<file path="src/rv_isa_pkg.sv">
package rv_isa_pkg;

    localparam int DATA_WIDTH     = 32;
    localparam int REG_ADDR_WIDTH = 5;

    // Major opcodes in instr[6:0].
    localparam logic [6:0] OP     = 7'b0110011;
    localparam logic [6:0] OP_IMM = 7'b0010011;
    localparam logic [6:0] LUI    = 7'b0110111;
    localparam logic [6:0] AUIPC  = 7'b0010111;
    localparam logic [6:0] JAL    = 7'b1101111;
    localparam logic [6:0] JALR   = 7'b1100111;
    localparam logic [6:0] BRANCH = 7'b1100011;

    // ALU funct3 selectors for OP and OP_IMM.
    localparam logic [2:0] F3_ADD_SUB = 3'b000;
    localparam logic [2:0] F3_SLL     = 3'b001;
    localparam logic [2:0] F3_SLT     = 3'b010;
    localparam logic [2:0] F3_SLTU    = 3'b011;
    localparam logic [2:0] F3_XOR     = 3'b100;
    localparam logic [2:0] F3_SRL_SRA = 3'b101;
    localparam logic [2:0] F3_OR      = 3'b110;
    localparam logic [2:0] F3_AND     = 3'b111;

    // Branch conditions.
    localparam logic [2:0] F3_BEQ  = 3'b000;
    localparam logic [2:0] F3_BNE  = 3'b001;
    localparam logic [2:0] F3_BLT  = 3'b100;
    localparam logic [2:0] F3_BGE  = 3'b101;
    localparam logic [2:0] F3_BLTU = 3'b110;
    localparam logic [2:0] F3_BGEU = 3'b111;

    localparam logic [6:0] F7_BASE = 7'b0000000;
    localparam logic [6:0] F7_ALT  = 7'b0100000;  // Selects SUB and SRA.

endpackage

</file>
<file path="src/pipe_ctrl_pkg.sv">
package pipe_ctrl_pkg;

    typedef enum logic [3:0] {
        ALU_ADD, ALU_SUB, ALU_SLL, ALU_SLT, ALU_SLTU, ALU_XOR,
        ALU_SRL, ALU_SRA, ALU_OR, ALU_AND, ALU_PASS_B
    } alu_op_t;

    typedef struct packed {
        logic a_pc;   // Operand A is the pc instead of rs1.
        logic b_imm;  // Operand B is the immediate instead of rs2.
    } alu_src_t;

    typedef enum logic [1:0] {
        RES_ALU, RES_PC_PLUS4, RES_NONE
    } result_src_t;

    typedef enum logic [2:0] {
        BJ_NONE, BJ_BEQ, BJ_BNE, BJ_BLT, BJ_BGE, BJ_BLTU, BJ_BGEU, BJ_JUMP
    } branch_jump_t;

endpackage

</file>
<file path="src/decode_ctrl.sv">
`timescale 1ns/100ps

module decode_ctrl import rv_isa_pkg::*, pipe_ctrl_pkg::*; (
    input  logic                      instr_valid,
    input  logic [31:0]               instr,
    output logic [REG_ADDR_WIDTH-1:0] rs1,
    output logic [REG_ADDR_WIDTH-1:0] rs2,
    output logic [REG_ADDR_WIDTH-1:0] rd,
    output logic [DATA_WIDTH-1:0]     imm_ext,
    output logic                      valid,
    output logic                      reg_write,
    output logic                      jump_reg,
    output result_src_t               result_src,
    output alu_op_t                   alu_ctrl,
    output alu_src_t                  alu_src,
    output branch_jump_t              branch_jump
);

    logic [6:0]            opcode;
    logic [2:0]            funct3;
    logic [6:0]            funct7;
    logic                  legal;
    logic                  writes_rd;
    logic [DATA_WIDTH-1:0] imm_i;
    logic [DATA_WIDTH-1:0] imm_b;
    logic [DATA_WIDTH-1:0] imm_u;
    logic [DATA_WIDTH-1:0] imm_j;

    function automatic alu_op_t alu_sel(input logic [2:0] f3, input logic alt);
        alu_sel = ALU_ADD;
        case (f3)
            F3_ADD_SUB: begin
                if (alt)
                    alu_sel = ALU_SUB;
            end
            F3_SLL:     alu_sel = ALU_SLL;
            F3_SLT:     alu_sel = ALU_SLT;
            F3_SLTU:    alu_sel = ALU_SLTU;
            F3_XOR:     alu_sel = ALU_XOR;
            F3_SRL_SRA: begin
                if (alt)
                    alu_sel = ALU_SRA;
                else
                    alu_sel = ALU_SRL;
            end
            F3_OR:      alu_sel = ALU_OR;
            F3_AND:     alu_sel = ALU_AND;
        endcase
    endfunction

    function automatic branch_jump_t branch_sel(input logic [2:0] f3);
        branch_sel = BJ_NONE;  // funct3 010 and 011 are not branches.
        case (f3)
            F3_BEQ:  branch_sel = BJ_BEQ;
            F3_BNE:  branch_sel = BJ_BNE;
            F3_BLT:  branch_sel = BJ_BLT;
            F3_BGE:  branch_sel = BJ_BGE;
            F3_BLTU: branch_sel = BJ_BLTU;
            F3_BGEU: branch_sel = BJ_BGEU;
            default: branch_sel = BJ_NONE;
        endcase
    endfunction

    assign opcode = instr[6:0];
    assign funct3 = instr[14:12];
    assign funct7 = instr[31:25];
    assign rd     = instr[11:7];
    assign rs1    = instr[19:15];
    assign rs2    = instr[24:20];

    assign imm_i = {{20{instr[31]}}, instr[31:20]};
    assign imm_b = {{19{instr[31]}}, instr[31], instr[7], instr[30:25], instr[11:8], 1'b0};
    assign imm_u = {instr[31:12], 12'b0};
    assign imm_j = {{11{instr[31]}}, instr[31], instr[19:12], instr[20], instr[30:21], 1'b0};

    always_comb begin
        legal       = 1'b1;
        writes_rd   = 1'b1;
        result_src  = RES_ALU;
        alu_ctrl    = ALU_ADD;
        alu_src     = '{a_pc: 1'b0, b_imm: 1'b1};
        branch_jump = BJ_NONE;
        jump_reg    = 1'b0;
        imm_ext     = imm_i;
        case (opcode)
            OP: begin
                alu_src.b_imm = 1'b0;
                alu_ctrl      = alu_sel(funct3, funct7 == F7_ALT);
                legal         = (funct7 == F7_BASE) || (funct7 == F7_ALT);
            end
            OP_IMM: alu_ctrl = alu_sel(funct3, (funct3 == F3_SRL_SRA) && (funct7 == F7_ALT));
            LUI: begin
                imm_ext  = imm_u;
                alu_ctrl = ALU_PASS_B;
            end
            AUIPC: begin
                imm_ext      = imm_u;
                alu_src.a_pc = 1'b1;
            end
            JAL: begin
                imm_ext     = imm_j;
                branch_jump = BJ_JUMP;
                result_src  = RES_PC_PLUS4;
            end
            JALR: begin
                branch_jump = BJ_JUMP;
                jump_reg    = 1'b1;
                result_src  = RES_PC_PLUS4;
            end
            BRANCH: begin
                imm_ext     = imm_b;
                writes_rd   = 1'b0;
                result_src  = RES_NONE;
                branch_jump = branch_sel(funct3);
                legal       = (branch_jump != BJ_NONE);
            end
            default: legal = 1'b0;
        endcase
        valid     = instr_valid && legal;
        reg_write = valid && writes_rd && (rd != '0);  // Writes to x0 are dropped here.
        if (!valid)
            branch_jump = BJ_NONE;
    end

endmodule

</file>
<file path="src/reg_file.sv">
`timescale 1ns/100ps

module reg_file import rv_isa_pkg::*; (
    input  logic                      clk,
    input  logic                      rst_n,
    input  logic [REG_ADDR_WIDTH-1:0] rs1,
    input  logic [REG_ADDR_WIDTH-1:0] rs2,
    input  logic                      we,
    input  logic [REG_ADDR_WIDTH-1:0] wa,
    input  logic [DATA_WIDTH-1:0]     wd,
    output logic [DATA_WIDTH-1:0]     read_data1,
    output logic [DATA_WIDTH-1:0]     read_data2
);

    logic [DATA_WIDTH-1:0] regs [2**REG_ADDR_WIDTH];

    always_ff @(posedge clk) begin
        if (!rst_n) begin
            for (int i = 0; i < 2**REG_ADDR_WIDTH; i++) begin
                regs[i] <= '0;
            end
        end else if (we && (wa != '0)) begin
            regs[wa] <= wd;
        end
    end

    // A write in this cycle is visible to a read of the same index.
    assign read_data1 = (rs1 == '0) ? '0 :
                        (we && (wa == rs1)) ? wd : regs[rs1];
    assign read_data2 = (rs2 == '0) ? '0 :
                        (we && (wa == rs2)) ? wd : regs[rs2];

endmodule

</file>
<file path="src/id_ex_reg.sv">
`timescale 1ns/100ps

module id_ex_reg import rv_isa_pkg::*, pipe_ctrl_pkg::*; #(
    parameter int PC_WIDTH = 32
) (
    input  logic                      clk,
    input  logic                      rst_n,
    input  logic                      clr,
    input  logic [REG_ADDR_WIDTH-1:0] id_rs1,
    input  logic [REG_ADDR_WIDTH-1:0] id_rs2,
    input  logic [REG_ADDR_WIDTH-1:0] id_rd,
    input  logic [PC_WIDTH-1:0]       id_pc,
    input  logic [PC_WIDTH-1:0]       id_pc_plus4,
    input  logic [DATA_WIDTH-1:0]     id_imm_ext,
    input  logic [DATA_WIDTH-1:0]     id_read_data1,
    input  logic [DATA_WIDTH-1:0]     id_read_data2,
    input  logic                      id_valid,
    input  logic                      id_reg_write,
    input  result_src_t               id_result_src,
    input  alu_op_t                   id_alu_ctrl,
    input  alu_src_t                  id_alu_src,
    input  branch_jump_t              id_branch_jump,
    input  logic                      id_jump_reg,
    output logic [REG_ADDR_WIDTH-1:0] ex_rs1,
    output logic [REG_ADDR_WIDTH-1:0] ex_rs2,
    output logic [REG_ADDR_WIDTH-1:0] ex_rd,
    output logic [PC_WIDTH-1:0]       ex_pc,
    output logic [PC_WIDTH-1:0]       ex_pc_plus4,
    output logic [DATA_WIDTH-1:0]     ex_imm_ext,
    output logic [DATA_WIDTH-1:0]     ex_read_data1,
    output logic [DATA_WIDTH-1:0]     ex_read_data2,
    output logic                      ex_valid,
    output logic                      ex_reg_write,
    output result_src_t               ex_result_src,
    output alu_op_t                   ex_alu_ctrl,
    output alu_src_t                  ex_alu_src,
    output branch_jump_t              ex_branch_jump,
    output logic                      ex_jump_reg
);

    always_ff @(posedge clk) begin
        if (!rst_n) begin
            ex_rs1        <= '0;
            ex_rs2        <= '0;
            ex_rd         <= '0;
            ex_pc         <= '0;
            ex_pc_plus4   <= '0;
            ex_imm_ext    <= '0;
            ex_read_data1 <= '0;
            ex_read_data2 <= '0;
        end else begin
            ex_rs1        <= id_rs1;
            ex_rs2        <= id_rs2;
            ex_rd         <= id_rd;
            ex_pc         <= id_pc;
            ex_pc_plus4   <= id_pc_plus4;
            ex_imm_ext    <= id_imm_ext;
            ex_read_data1 <= id_read_data1;
            ex_read_data2 <= id_read_data2;
        end
    end

    // A flush turns the entering instruction into a bubble.
    always_ff @(posedge clk) begin
        if (!rst_n || clr) begin
            ex_valid       <= 1'b0;
            ex_reg_write   <= 1'b0;
            ex_result_src  <= RES_NONE;
            ex_alu_ctrl    <= ALU_ADD;
            ex_alu_src     <= '0;
            ex_branch_jump <= BJ_NONE;
            ex_jump_reg    <= 1'b0;
        end else begin
            ex_valid       <= id_valid;
            ex_reg_write   <= id_reg_write;
            ex_result_src  <= id_result_src;
            ex_alu_ctrl    <= id_alu_ctrl;
            ex_alu_src     <= id_alu_src;
            ex_branch_jump <= id_branch_jump;
            ex_jump_reg    <= id_jump_reg;
        end
    end

endmodule

</file>
<file path="src/execute_stage.sv">
`timescale 1ns/100ps

module execute_stage import rv_isa_pkg::*, pipe_ctrl_pkg::*; #(
    parameter int PC_WIDTH = 32
) (
    input  logic                      clk,
    input  logic                      rst_n,
    input  logic [REG_ADDR_WIDTH-1:0] rs1,
    input  logic [REG_ADDR_WIDTH-1:0] rs2,
    input  logic [REG_ADDR_WIDTH-1:0] rd,
    input  logic [PC_WIDTH-1:0]       pc,
    input  logic [PC_WIDTH-1:0]       pc_plus4,
    input  logic [DATA_WIDTH-1:0]     imm_ext,
    input  logic [DATA_WIDTH-1:0]     read_data1,
    input  logic [DATA_WIDTH-1:0]     read_data2,
    input  logic                      valid,
    input  logic                      reg_write,
    input  result_src_t               result_src,
    input  alu_op_t                   alu_ctrl,
    input  alu_src_t                  alu_src,
    input  branch_jump_t              branch_jump,
    input  logic                      jump_reg,
    output logic                      flush,
    output logic                      wb_valid,
    output logic [REG_ADDR_WIDTH-1:0] wb_rd,
    output logic [DATA_WIDTH-1:0]     wb_data,
    output logic                      redirect,
    output logic [PC_WIDTH-1:0]       redirect_pc
);

    logic [DATA_WIDTH-1:0] val1;
    logic [DATA_WIDTH-1:0] val2;
    logic [DATA_WIDTH-1:0] op_a;
    logic [DATA_WIDTH-1:0] op_b;
    logic [4:0]            shamt;
    logic [DATA_WIDTH-1:0] alu_result;
    logic [DATA_WIDTH-1:0] target_sum;
    logic [PC_WIDTH-1:0]   target;
    logic                  taken;

    // The previous instruction's result has not reached the register file yet.
    assign val1 = (wb_valid && (wb_rd != '0) && (wb_rd == rs1)) ? wb_data : read_data1;
    assign val2 = (wb_valid && (wb_rd != '0) && (wb_rd == rs2)) ? wb_data : read_data2;

    assign op_a  = alu_src.a_pc ? DATA_WIDTH'(pc) : val1;
    assign op_b  = alu_src.b_imm ? imm_ext : val2;
    assign shamt = op_b[4:0];

    always_comb begin
        case (alu_ctrl)
            ALU_ADD:    alu_result = op_a + op_b;
            ALU_SUB:    alu_result = op_a - op_b;
            ALU_SLL:    alu_result = op_a << shamt;
            ALU_SLT:    alu_result = DATA_WIDTH'($signed(op_a) < $signed(op_b));
            ALU_SLTU:   alu_result = DATA_WIDTH'(op_a < op_b);
            ALU_XOR:    alu_result = op_a ^ op_b;
            ALU_SRL:    alu_result = op_a >> shamt;
            ALU_SRA:    alu_result = $signed(op_a) >>> shamt;
            ALU_OR:     alu_result = op_a | op_b;
            ALU_AND:    alu_result = op_a & op_b;
            ALU_PASS_B: alu_result = op_b;
            default:    alu_result = '0;
        endcase
    end

    always_comb begin
        case (branch_jump)
            BJ_BEQ:  taken = (val1 == val2);
            BJ_BNE:  taken = (val1 != val2);
            BJ_BLT:  taken = ($signed(val1) < $signed(val2));
            BJ_BGE:  taken = ($signed(val1) >= $signed(val2));
            BJ_BLTU: taken = (val1 < val2);
            BJ_BGEU: taken = (val1 >= val2);
            BJ_JUMP: taken = 1'b1;
            default: taken = 1'b0;
        endcase
    end

    assign target_sum = (jump_reg ? val1 : DATA_WIDTH'(pc)) + imm_ext;
    assign target     = PC_WIDTH'(target_sum) & ~PC_WIDTH'(jump_reg);  // JALR clears bit 0.
    assign flush      = valid && taken;

    always_ff @(posedge clk) begin
        if (!rst_n) begin
            wb_valid <= 1'b0;
            redirect <= 1'b0;
        end else begin
            wb_valid <= valid && reg_write;
            redirect <= flush;
        end
    end

    always_ff @(posedge clk) begin
        wb_rd       <= rd;
        wb_data     <= (result_src == RES_PC_PLUS4) ? DATA_WIDTH'(pc_plus4) : alu_result;
        redirect_pc <= target;
    end

endmodule

</file>
<file path="src/int_core_slice.sv">
`timescale 1ns/100ps

module int_core_slice import rv_isa_pkg::*, pipe_ctrl_pkg::*; #(
    parameter int PC_WIDTH = 32
) (
    input  logic                      clk,
    input  logic                      rst_n,
    input  logic                      instr_valid,
    input  logic [31:0]               instr,
    input  logic [PC_WIDTH-1:0]       pc,
    output logic                      wb_valid,
    output logic [REG_ADDR_WIDTH-1:0] wb_rd,
    output logic [DATA_WIDTH-1:0]     wb_data,
    output logic                      redirect,
    output logic [PC_WIDTH-1:0]       redirect_pc
);

    logic [REG_ADDR_WIDTH-1:0] id_rs1, id_rs2, id_rd;
    logic [REG_ADDR_WIDTH-1:0] ex_rs1, ex_rs2, ex_rd;
    logic [PC_WIDTH-1:0]       pc_plus4, ex_pc, ex_pc_plus4;
    logic [DATA_WIDTH-1:0]     id_imm_ext, id_read_data1, id_read_data2;
    logic [DATA_WIDTH-1:0]     ex_imm_ext, ex_read_data1, ex_read_data2;
    logic                      id_valid, id_reg_write, id_jump_reg;
    logic                      ex_valid, ex_reg_write, ex_jump_reg;
    logic                      flush;
    result_src_t               id_result_src, ex_result_src;
    alu_op_t                   id_alu_ctrl, ex_alu_ctrl;
    alu_src_t                  id_alu_src, ex_alu_src;
    branch_jump_t              id_branch_jump, ex_branch_jump;

    assign pc_plus4 = pc + PC_WIDTH'(4);

    decode_ctrl u_decode (
        .instr_valid(instr_valid), .instr(instr), .rs1(id_rs1), .rs2(id_rs2), .rd(id_rd),
        .imm_ext(id_imm_ext), .valid(id_valid), .reg_write(id_reg_write),
        .jump_reg(id_jump_reg), .result_src(id_result_src), .alu_ctrl(id_alu_ctrl),
        .alu_src(id_alu_src), .branch_jump(id_branch_jump)
    );

    reg_file u_reg_file (
        .clk(clk), .rst_n(rst_n), .rs1(id_rs1), .rs2(id_rs2),
        .we(wb_valid), .wa(wb_rd), .wd(wb_data),  // Written back one cycle after EX.
        .read_data1(id_read_data1), .read_data2(id_read_data2)
    );

    id_ex_reg #(.PC_WIDTH(PC_WIDTH)) u_id_ex (
        .clk(clk), .rst_n(rst_n), .clr(flush),
        .id_rs1(id_rs1), .id_rs2(id_rs2), .id_rd(id_rd), .id_pc(pc),
        .id_pc_plus4(pc_plus4), .id_imm_ext(id_imm_ext),
        .id_read_data1(id_read_data1), .id_read_data2(id_read_data2),
        .id_valid(id_valid), .id_reg_write(id_reg_write), .id_result_src(id_result_src),
        .id_alu_ctrl(id_alu_ctrl), .id_alu_src(id_alu_src),
        .id_branch_jump(id_branch_jump), .id_jump_reg(id_jump_reg),
        .ex_rs1(ex_rs1), .ex_rs2(ex_rs2), .ex_rd(ex_rd), .ex_pc(ex_pc),
        .ex_pc_plus4(ex_pc_plus4), .ex_imm_ext(ex_imm_ext),
        .ex_read_data1(ex_read_data1), .ex_read_data2(ex_read_data2),
        .ex_valid(ex_valid), .ex_reg_write(ex_reg_write), .ex_result_src(ex_result_src),
        .ex_alu_ctrl(ex_alu_ctrl), .ex_alu_src(ex_alu_src),
        .ex_branch_jump(ex_branch_jump), .ex_jump_reg(ex_jump_reg)
    );

    execute_stage #(.PC_WIDTH(PC_WIDTH)) u_execute (
        .clk(clk), .rst_n(rst_n), .rs1(ex_rs1), .rs2(ex_rs2), .rd(ex_rd), .pc(ex_pc),
        .pc_plus4(ex_pc_plus4), .imm_ext(ex_imm_ext),
        .read_data1(ex_read_data1), .read_data2(ex_read_data2),
        .valid(ex_valid), .reg_write(ex_reg_write), .result_src(ex_result_src),
        .alu_ctrl(ex_alu_ctrl), .alu_src(ex_alu_src), .branch_jump(ex_branch_jump),
        .jump_reg(ex_jump_reg), .flush(flush), .wb_valid(wb_valid), .wb_rd(wb_rd),
        .wb_data(wb_data), .redirect(redirect), .redirect_pc(redirect_pc)
    );

endmodule

</file>
<file path="config.mk">
export PLATFORM = sky130hd
export DESIGN_NAME = int_core_slice
export DESIGN_NICKNAME = d
export VERILOG_FILES = /design/src/rv_isa_pkg.sv /design/src/pipe_ctrl_pkg.sv /design/src/decode_ctrl.sv /design/src/reg_file.sv /design/src/id_ex_reg.sv /design/src/execute_stage.sv /design/src/int_core_slice.sv
export SDC_FILE = /design/constraint.sdc
export NUM_CORES = 2
export LEC_CHECK = 0
export BUFFER_PORTS_ARGS = -buffer_cell sky130_fd_sc_hd__clkbuf_2
export CAP_MARGIN = 20
export CORE_ASPECT_RATIO = 0.9
export CORE_MARGIN = 4
export CORE_UTILIZATION = 50
export CTS_BUF_LIST = sky130_fd_sc_hd__clkbuf_4
export DETAILED_ROUTE_END_ITERATION = 7
export PLACE_DENSITY = 0.66
export SLEW_MARGIN = 40
export SYNTH_ARGS = -nofsm -noshare
export SYNTH_HDL_FRONTEND = slang
export SYNTH_SLANG_ARGS = --single-unit
</file>
<file path="constraint.sdc">
create_clock -name clk -period 5.7 [get_ports clk]
set_input_delay 1.14 -clock clk [delete_from_list [all_inputs] [get_ports clk]]
set_output_delay 1.14 -clock clk [all_outputs]
set_load 0.01 [all_outputs]
</file>
# Word-level counts from Yosys, hierarchy flattened

Memory sizes are Yosys's and may differ from the RTL's. A register that Yosys moved wholly into a read port is not among the register bits.
Index checks and enable logic that the tools add are counted.

Bits in registers: 196
RAM bits: 1024
Word-level logic and storage cells: 136
Memories: 1

Memories:

| memory          | depth | bits a word | rd ports | clocked after memory_dff | write ports | RTL line       | RTL |
|---|---|---|---|---|---|---|---|
| u_reg_file.regs | 32    | 32          | 2        | 2                        | 32          | reg_file.sv:15 | `logic [DATA_WIDTH-1:0] regs [2**REG_ADDR_WIDTH];` |

$add $sub $neg: 4
Magnitude comparators: 6
Equal/unequal tests: 37
Shift-type cells: 3
Mux-type cells: 32
Bitwise gates (word level): 7
Reductions and logical operators: 27

Operators with widths:

| operator                                                              | count |
|---|---|
| 32-bit case mux with 11 select lines                                  | 1 |
| 32-bit 2-to-1 mux                                                     | 7 |
| 32-bit less-than comparator                                           | 4 |
| 31-bit case mux with 3 select lines                                   | 1 |
| 32-bit adder                                                          | 2 |
| 32-bit bitwise AND                                                    | 2 |
| 32-bit >= comparator                                                  | 2 |
| 4-bit case mux with 8 select lines                                    | 2 |
| 32-bit by 3-bit adder with 32-bit output, second input constant       | 1 |
| 32-bit equality test                                                  | 1 |
| 32-bit != test                                                        | 1 |
| 1-bit NOT with 32-bit output                                          | 1 |
| 32-bit bitwise OR                                                     | 1 |
| 32-bit OR reduction                                                   | 1 |
| 32-bit by 5-bit left shift with 32-bit output                         | 1 |
| 32-bit by 5-bit right shift with 32-bit output                        | 1 |
| 32-bit by 5-bit >>> shifter with 32-bit output                        | 1 |
| 32-bit subtractor                                                     | 1 |
| 32-bit XOR                                                            | 1 |
| 3-bit equality test, second input constant                            | 8 |
| 7-bit by 6-bit equality test with 1-bit output, second input constant | 3 |
| 7-bit equality test, second input constant                            | 3 |
| 3-bit case mux with 6 select lines                                    | 1 |
| 4-bit by 3-bit equality test with 1-bit output, second input constant | 4 |
| 28 further kinds                                                      | 65 |

# Depth between registers and ports, before layout

Depth after elaboration: 9
Gate-level depth with buffers: 24
Depth with buffers taken out: 18

# Cells and area by module

A second synthesis with hierarchy kept.

Cells, all modules: 6648
Area, all modules: 77994.8 µm²

Modules (own cells, without submodules):

| module         | instances | cells an instance | area each (µm²) | sequential area each (µm²) |
|---|---|---|---|---|
| reg_file       | 1         | 3818              | 55316.8         | 30749.5 |
| execute_stage  | 1         | 2232              | 16191.8         | 1421.4 |
| id_ex_reg      | 1         | 399               | 5104.9          | 3783.6 |
| decode_ctrl    | 1         | 124               | 819.5           | 0.0 |
| int_core_slice | 1         | 75                | 561.8           | 0.0 |

# Worst setup path before layout

OpenSTA, ideal clock, no wires.

Path kind: reg2reg
Start: register u_execute.wb_rd[2]
End: register u_execute.wb_data[28]
Library setup time: 0.122 ns
Arrival: 5.198 ns
Data required time: 5.578 ns
Path slack: 0.380 ns
Stages on the path, launching flop included: 23
Path buffers: 7
Cell sequence: dfxtp_1 or3_1 buf_2 o311a_4 and2_1 buf_6 a221oi_2 buf_6 buf_2 clkbuf_1 buf_1 ha_1 clkbuf_1 nor2b_1 o31a_1 o41a_1 a211oi_1 o2111ai_1 nand3_1 nand3b_1 xor2_1 nor2_1 o32a_1

Word-level cells in the longest chain between the ends: 8
Elaborated cells on any way between the ends: 20
Those cells by class: add/sub: 2; eq/ne: 2; shift: 3; mux: 6; bitwise: 3; reduce/logical: 4

Ends and longest elaborated chain:

| item                                            | RTL line                                 | RTL |
|---|---|---|
| start, declared                                 | execute_stage.sv:25                      | `output logic [REG_ADDR_WIDTH-1:0] wb_rd,` |
| start signal, assigned                          | execute_stage.sv:94                      | `wb_rd <= rd;` |
| 5-bit nonzero test                              | execute_stage.sv:42, execute_stage.sv:43 |  |
| 1-bit logical AND                               | execute_stage.sv:42, execute_stage.sv:43 |  |
| 1-bit logical AND, on equally long branches     | execute_stage.sv:42, execute_stage.sv:43 |  |
| 32-bit 2-to-1 mux, on equally long branches     | execute_stage.sv:42, execute_stage.sv:43 |  |
| 32-bit 2-to-1 mux, on equally long branches     | execute_stage.sv:45, execute_stage.sv:46 |  |
| 32-bit subtractor, or another cell as far along | execute_stage.sv:52                      | `ALU_SUB: alu_result = op_a - op_b;` |
| 32-bit case mux with 11 select lines *          | execute_stage.sv:50                      | `case (alu_ctrl)` |
| 32-bit 2-to-1 mux *                             | execute_stage.sv:95                      | `wb_data <= (result_src == RES_PC_PLUS4) ? DATA_WIDTH'(pc_plus4) : alu_result;` |
| end signal, assigned                            | execute_stage.sv:95                      |  |
| end, declared                                   | execute_stage.sv:26                      | `output logic [DATA_WIDTH-1:0] wb_data,` |

Every way passes the cells marked *; elsewhere a longest branch is shown, timed or not.
A chain may end at the register's enable or synchronous reset.

# Worst setup path in the final report

Start: register u_execute.wb_rd[3]
End: register u_execute.wb_data[31]

The elaborated chain is that of the path after synthesis.

==> key figures <==
Global route
  • Number of global-route vias before repair: 56579
  • Pin count of the biggest net entering global routing: 77
  • Gr usage total: 39.7%
  • Total grt overflow: 0
  • First-pass GRT wire length: 438000 µm
  • Initial antenna violation count: 20

Power
  • Total net switching power: 7.82 mW
  • Switching Fraction: 32.0%
  • Logic pwr share: 20.8%
  • Internal cell power: 16.6 mW
  • Clk pwr share: 34.4%
  • Pwr/cell area: 288 nW/µm²
  • Leak Pwr: 31.9 nW
  • Worst vdd ir: 0.000269 V
  • Flop pwr share: 44.8%

Timing
  • Fmax: 0.179 GHz
  • Hold_ws: 0.0969 ns
  • RSZ-0062 raised after global routing: no
  • Max-slew violation count: 0
  • Relative slew slack: 40.0%
  • Final setup TNS: 0 ns
  • Final setup viols: 0
  • Worst Slack Setup Final: 0.123 ns
  • Final period utilization: 97.8%
  • Final Hold Viols: 0
  • Worst-Margin Slew: 0.874 ns
  • Final min period: 5.58 ns
  • Setup Skew: 0.149 ns

Clock tree
  • CTS max path bufs: 4
  • CTS Buf Count: 358
  • CTS tree: built
  • Htree depth: 5
  • Clock transition at path regs: 0.08 ns
  • Clk_lat worst skew: 1.38 ns
  • Root buffer cell: clkbuf_4
  • # clock sinks: 1282

Drt
  • Post-DR vias/cell: 6.80
  • Pre-Repair DR Iteration Count: 8
  • Total Wirelength: 316000 µm
  • DRC Markers: 0
  • Initial detailed-routing violation count: 8853
  • Wire per inst: 36.8 µm
  • Vias: 58363
  • ANT nets after route: 0

Floorplanning
  • Initial Util: 50.2%
  • Core Area: 150000 µm²
  • I/O pin cnt: 138
  • Die footprint: 157000 µm²
  • Row count: 135
  • Die H: 377 µm
  • Die Width: 418 µm

Synthesis
  • Sequential area share after synthesis: 47.6%
  • Post-synth top cells: edfxtp_1 (1024), and2_1 (893), mux4_2 (643), clkbuf_1 (424), nor2_1 (326)
  • Syn Std Cell Area: 75500 µm²
  • Ys flop type: edfxtp_1
  • Post-synth EDFFs: 1024
  • FF+latch count, synth: 1282
  • Biggest area consumer among synthesized cells: edfxtp_1
  • Yosys cell types: 89
  • Synth top area cells: edfxtp_1 (41%), mux4_2 (19%), and2_1 (7.4%)
  • Yosys top cell area share: 40.7%
  • Syn Inst Count: 6013
  • Synth warn: 0
  • Asr flop ratio synth: 0%
  • Syn Area/Cell: 12.6 µm²
  • Most frequent cell after synthesis: edfxtp_1

Final layout
  • Share of layout cells above drive strength 1: 28.0%
  • Biggest register: u_reg_file.regs
  • Multi-input gate area: 37400 µm²
  • Synth-to-Final Area Change: 12.3%
  • Non-filler instance count after layout: 8579
  • Register area: 35900 µm²
  • Final nets: 6572
  • Cell area after layout: 84800 µm²
  • Fill count: 12535
  • Largest register FFs: 1024

Worst setup path
  • Crit Path Class: flip-flop to flip-flop
  • CP endpoint kind: flip-flop
  • WP data required: 6.85 ns
  • CP arrival: 6.72 ns
  • Largest delay contributor family on the critical path: simple AND/OR/NAND/NOR gates
  • Startpoint types: flip-flop
  • Crit path max fanout: 12
  • R2r setup slk: 0.12 ns
  • Most used cell, CP: buf_4
  • Crit-path cells: buf_4 > xnor2_1 > and4_1 > and2_2 > buf_4 > mux2i_1 > inv_1 > mux2i_2 > buf_4 > inv_1 > ha_1 > nor4_1 > and2_1 > nand2_1 > o221ai_1 > buf_4 > a21boi_0 > o211ai_1 > xor2_1 > nor2_1 > o31a_1
  • CP peak stage delay: 0.49 ns
  • Crit-path slowest cell: nor4_1
  • CP bufs+invs: 6

Placement
  • Placer's final routability congestion estimate: 1.09
  • Placed cell area: 80300 µm²
  • Port Buf Inserts: 137
  • Placed insts: 7957
  • Setup WS pre-CTS: 0.0721 ns
  • Hpwl dp: 219000 µm

Worst hold path
  • Worst Hold Class: input port to flip-flop

Outcome
  • Status: finished, final reports clean

Job
  • Max-Cap Viols: 0
repair_timing:
action	4_1_cts	5_1_grt
endpoints found under the hold margin	7	0
pin swaps	0	2
setup buffers	0	3
hold buffers	6	0
setup endpoints to repair	1	6
gates resized for setup	1	2
kinds of logic (layout without fill, tap and decap cells):
group / after synthesis / in the layout / synth area share, %
muxes: 925 / 925 / 23.0
other: 1 / 53 / 0.00497
xor gates and xnor gates: 86 / 86 / 0.997
AOI/OAI and AO/OA: 883 / 883 / 8.05
DFF: 1282 / 1282 / 47.6
and+or+nand+nor: 1932 / 1932 / 13.8
adders and majority gates: 164 / 164 / 2.75
buffers and inverters: 740 / 1268 / 3.82
layout make-up:
type	instances	share of cell area [%]
Clock inverter	84	0.600
Inverter	161	0.718
Antenna cell	21	0.0620
Timing Repair Buffer	516	4.71
Multi-Input combinational cell	4022	44.1
Clock buffer	507	4.49
Tap cell	1986	2.93
Sequential cell	1282	42.4
routing by layer:
metal | global-route usage [%] | vias up | wire length (µm)
met3 | 9.59 | 754 | 37200
met2 | 59.4 | 4273 | 140000
li1 | - | 23788 | -
met1 | 55.4 | 29546 | 123000
met4 | 18.1 | 2 | 16000
met5 | 0 | - | 13
path summary, 6_finish.rpt:
check / from / endpoint / cells past startpoint
worst max register to register: u_execute.wb_rd[3]$_DFF_P_ / u_execute.wb_data[31]$_DFF_P_ / 21
worst min register to register: u_id_ex.ex_rd[3]$_SDFF_PN0_ / u_execute.wb_rd[3]$_DFF_P_ / 0
worst min-delay path: instr[29] / u_id_ex.ex_imm_ext[29]$_SDFF_PN0_ / 3
worst max-delay path: u_execute.wb_rd[3]$_DFF_P_ / u_execute.wb_data[31]$_DFF_P_ / 21
worst register-to-register path, cell delays in order (launching register included):
cell	delay, ns
dfxtp_1	0.33
buf_4	0.19
xnor2_1	0.13
and4_1	0.32
and2_2	0.43
buf_4	0.27
mux2i_1	0.28
inv_1	0.10
mux2i_2	0.30
buf_4	0.21
inv_1	0.04
ha_1	0.34
nor4_1	0.49
and2_1	0.26
nand2_1	0.07
o221ai_1	0.30
buf_4	0.22
a21boi_0	0.22
o211ai_1	0.37
xor2_1	0.18
nor2_1	0.07
o31a_1	0.29
power by group through the flow:
stage	Clock, mW	Sequential, mW	Combinational (mW)
2_1_floorplan	0	10.9	2.83
3_3_place_gp	0	11.1	4.95
3_5_place_dp	0	11.1	4.94
4_1_cts	8.51	10.9	4.96
5_1_grt	9.03	11.0	5.27
6_report	8.41	11.0	5.09
per-stage QoR:
step                      utilization [%]  power, mW
after floorplan                         -       13.8
after global placement               53.3       16.1
after detailed placement             53.4       16.1
after CTS                            56.3       24.4
after global routing                 56.4       25.3
final                                56.4       24.5
cell usage in the layout, fill, tap and decap left out, drive strengths merged, types with 19 or more instances in the layout:
cell,instances
edfxtp,1024
and2,893
mux4,643
clkbuf,633
buf,384
nor2,326
dfxtp,258
nand2,256
mux2i,244
nor3,199
o21ai,176
a21oi,167
inv,165
ha,161
a211oi,101
clkinv,73
nand3,56
xnor2,52
o211ai,46
a21o,42
nor2b,42
a22oi,38
mux2,38
xor2,34
a31oi,33
conb,32
o22ai,31
a221o,26
o221ai,26
o311ai,26
and3,23
nand2b,22
diode,21
o21a,21
nand4b,20
o21bai,19
a221oi,19
No activity file was read; power rests on OpenSTA's default activity.
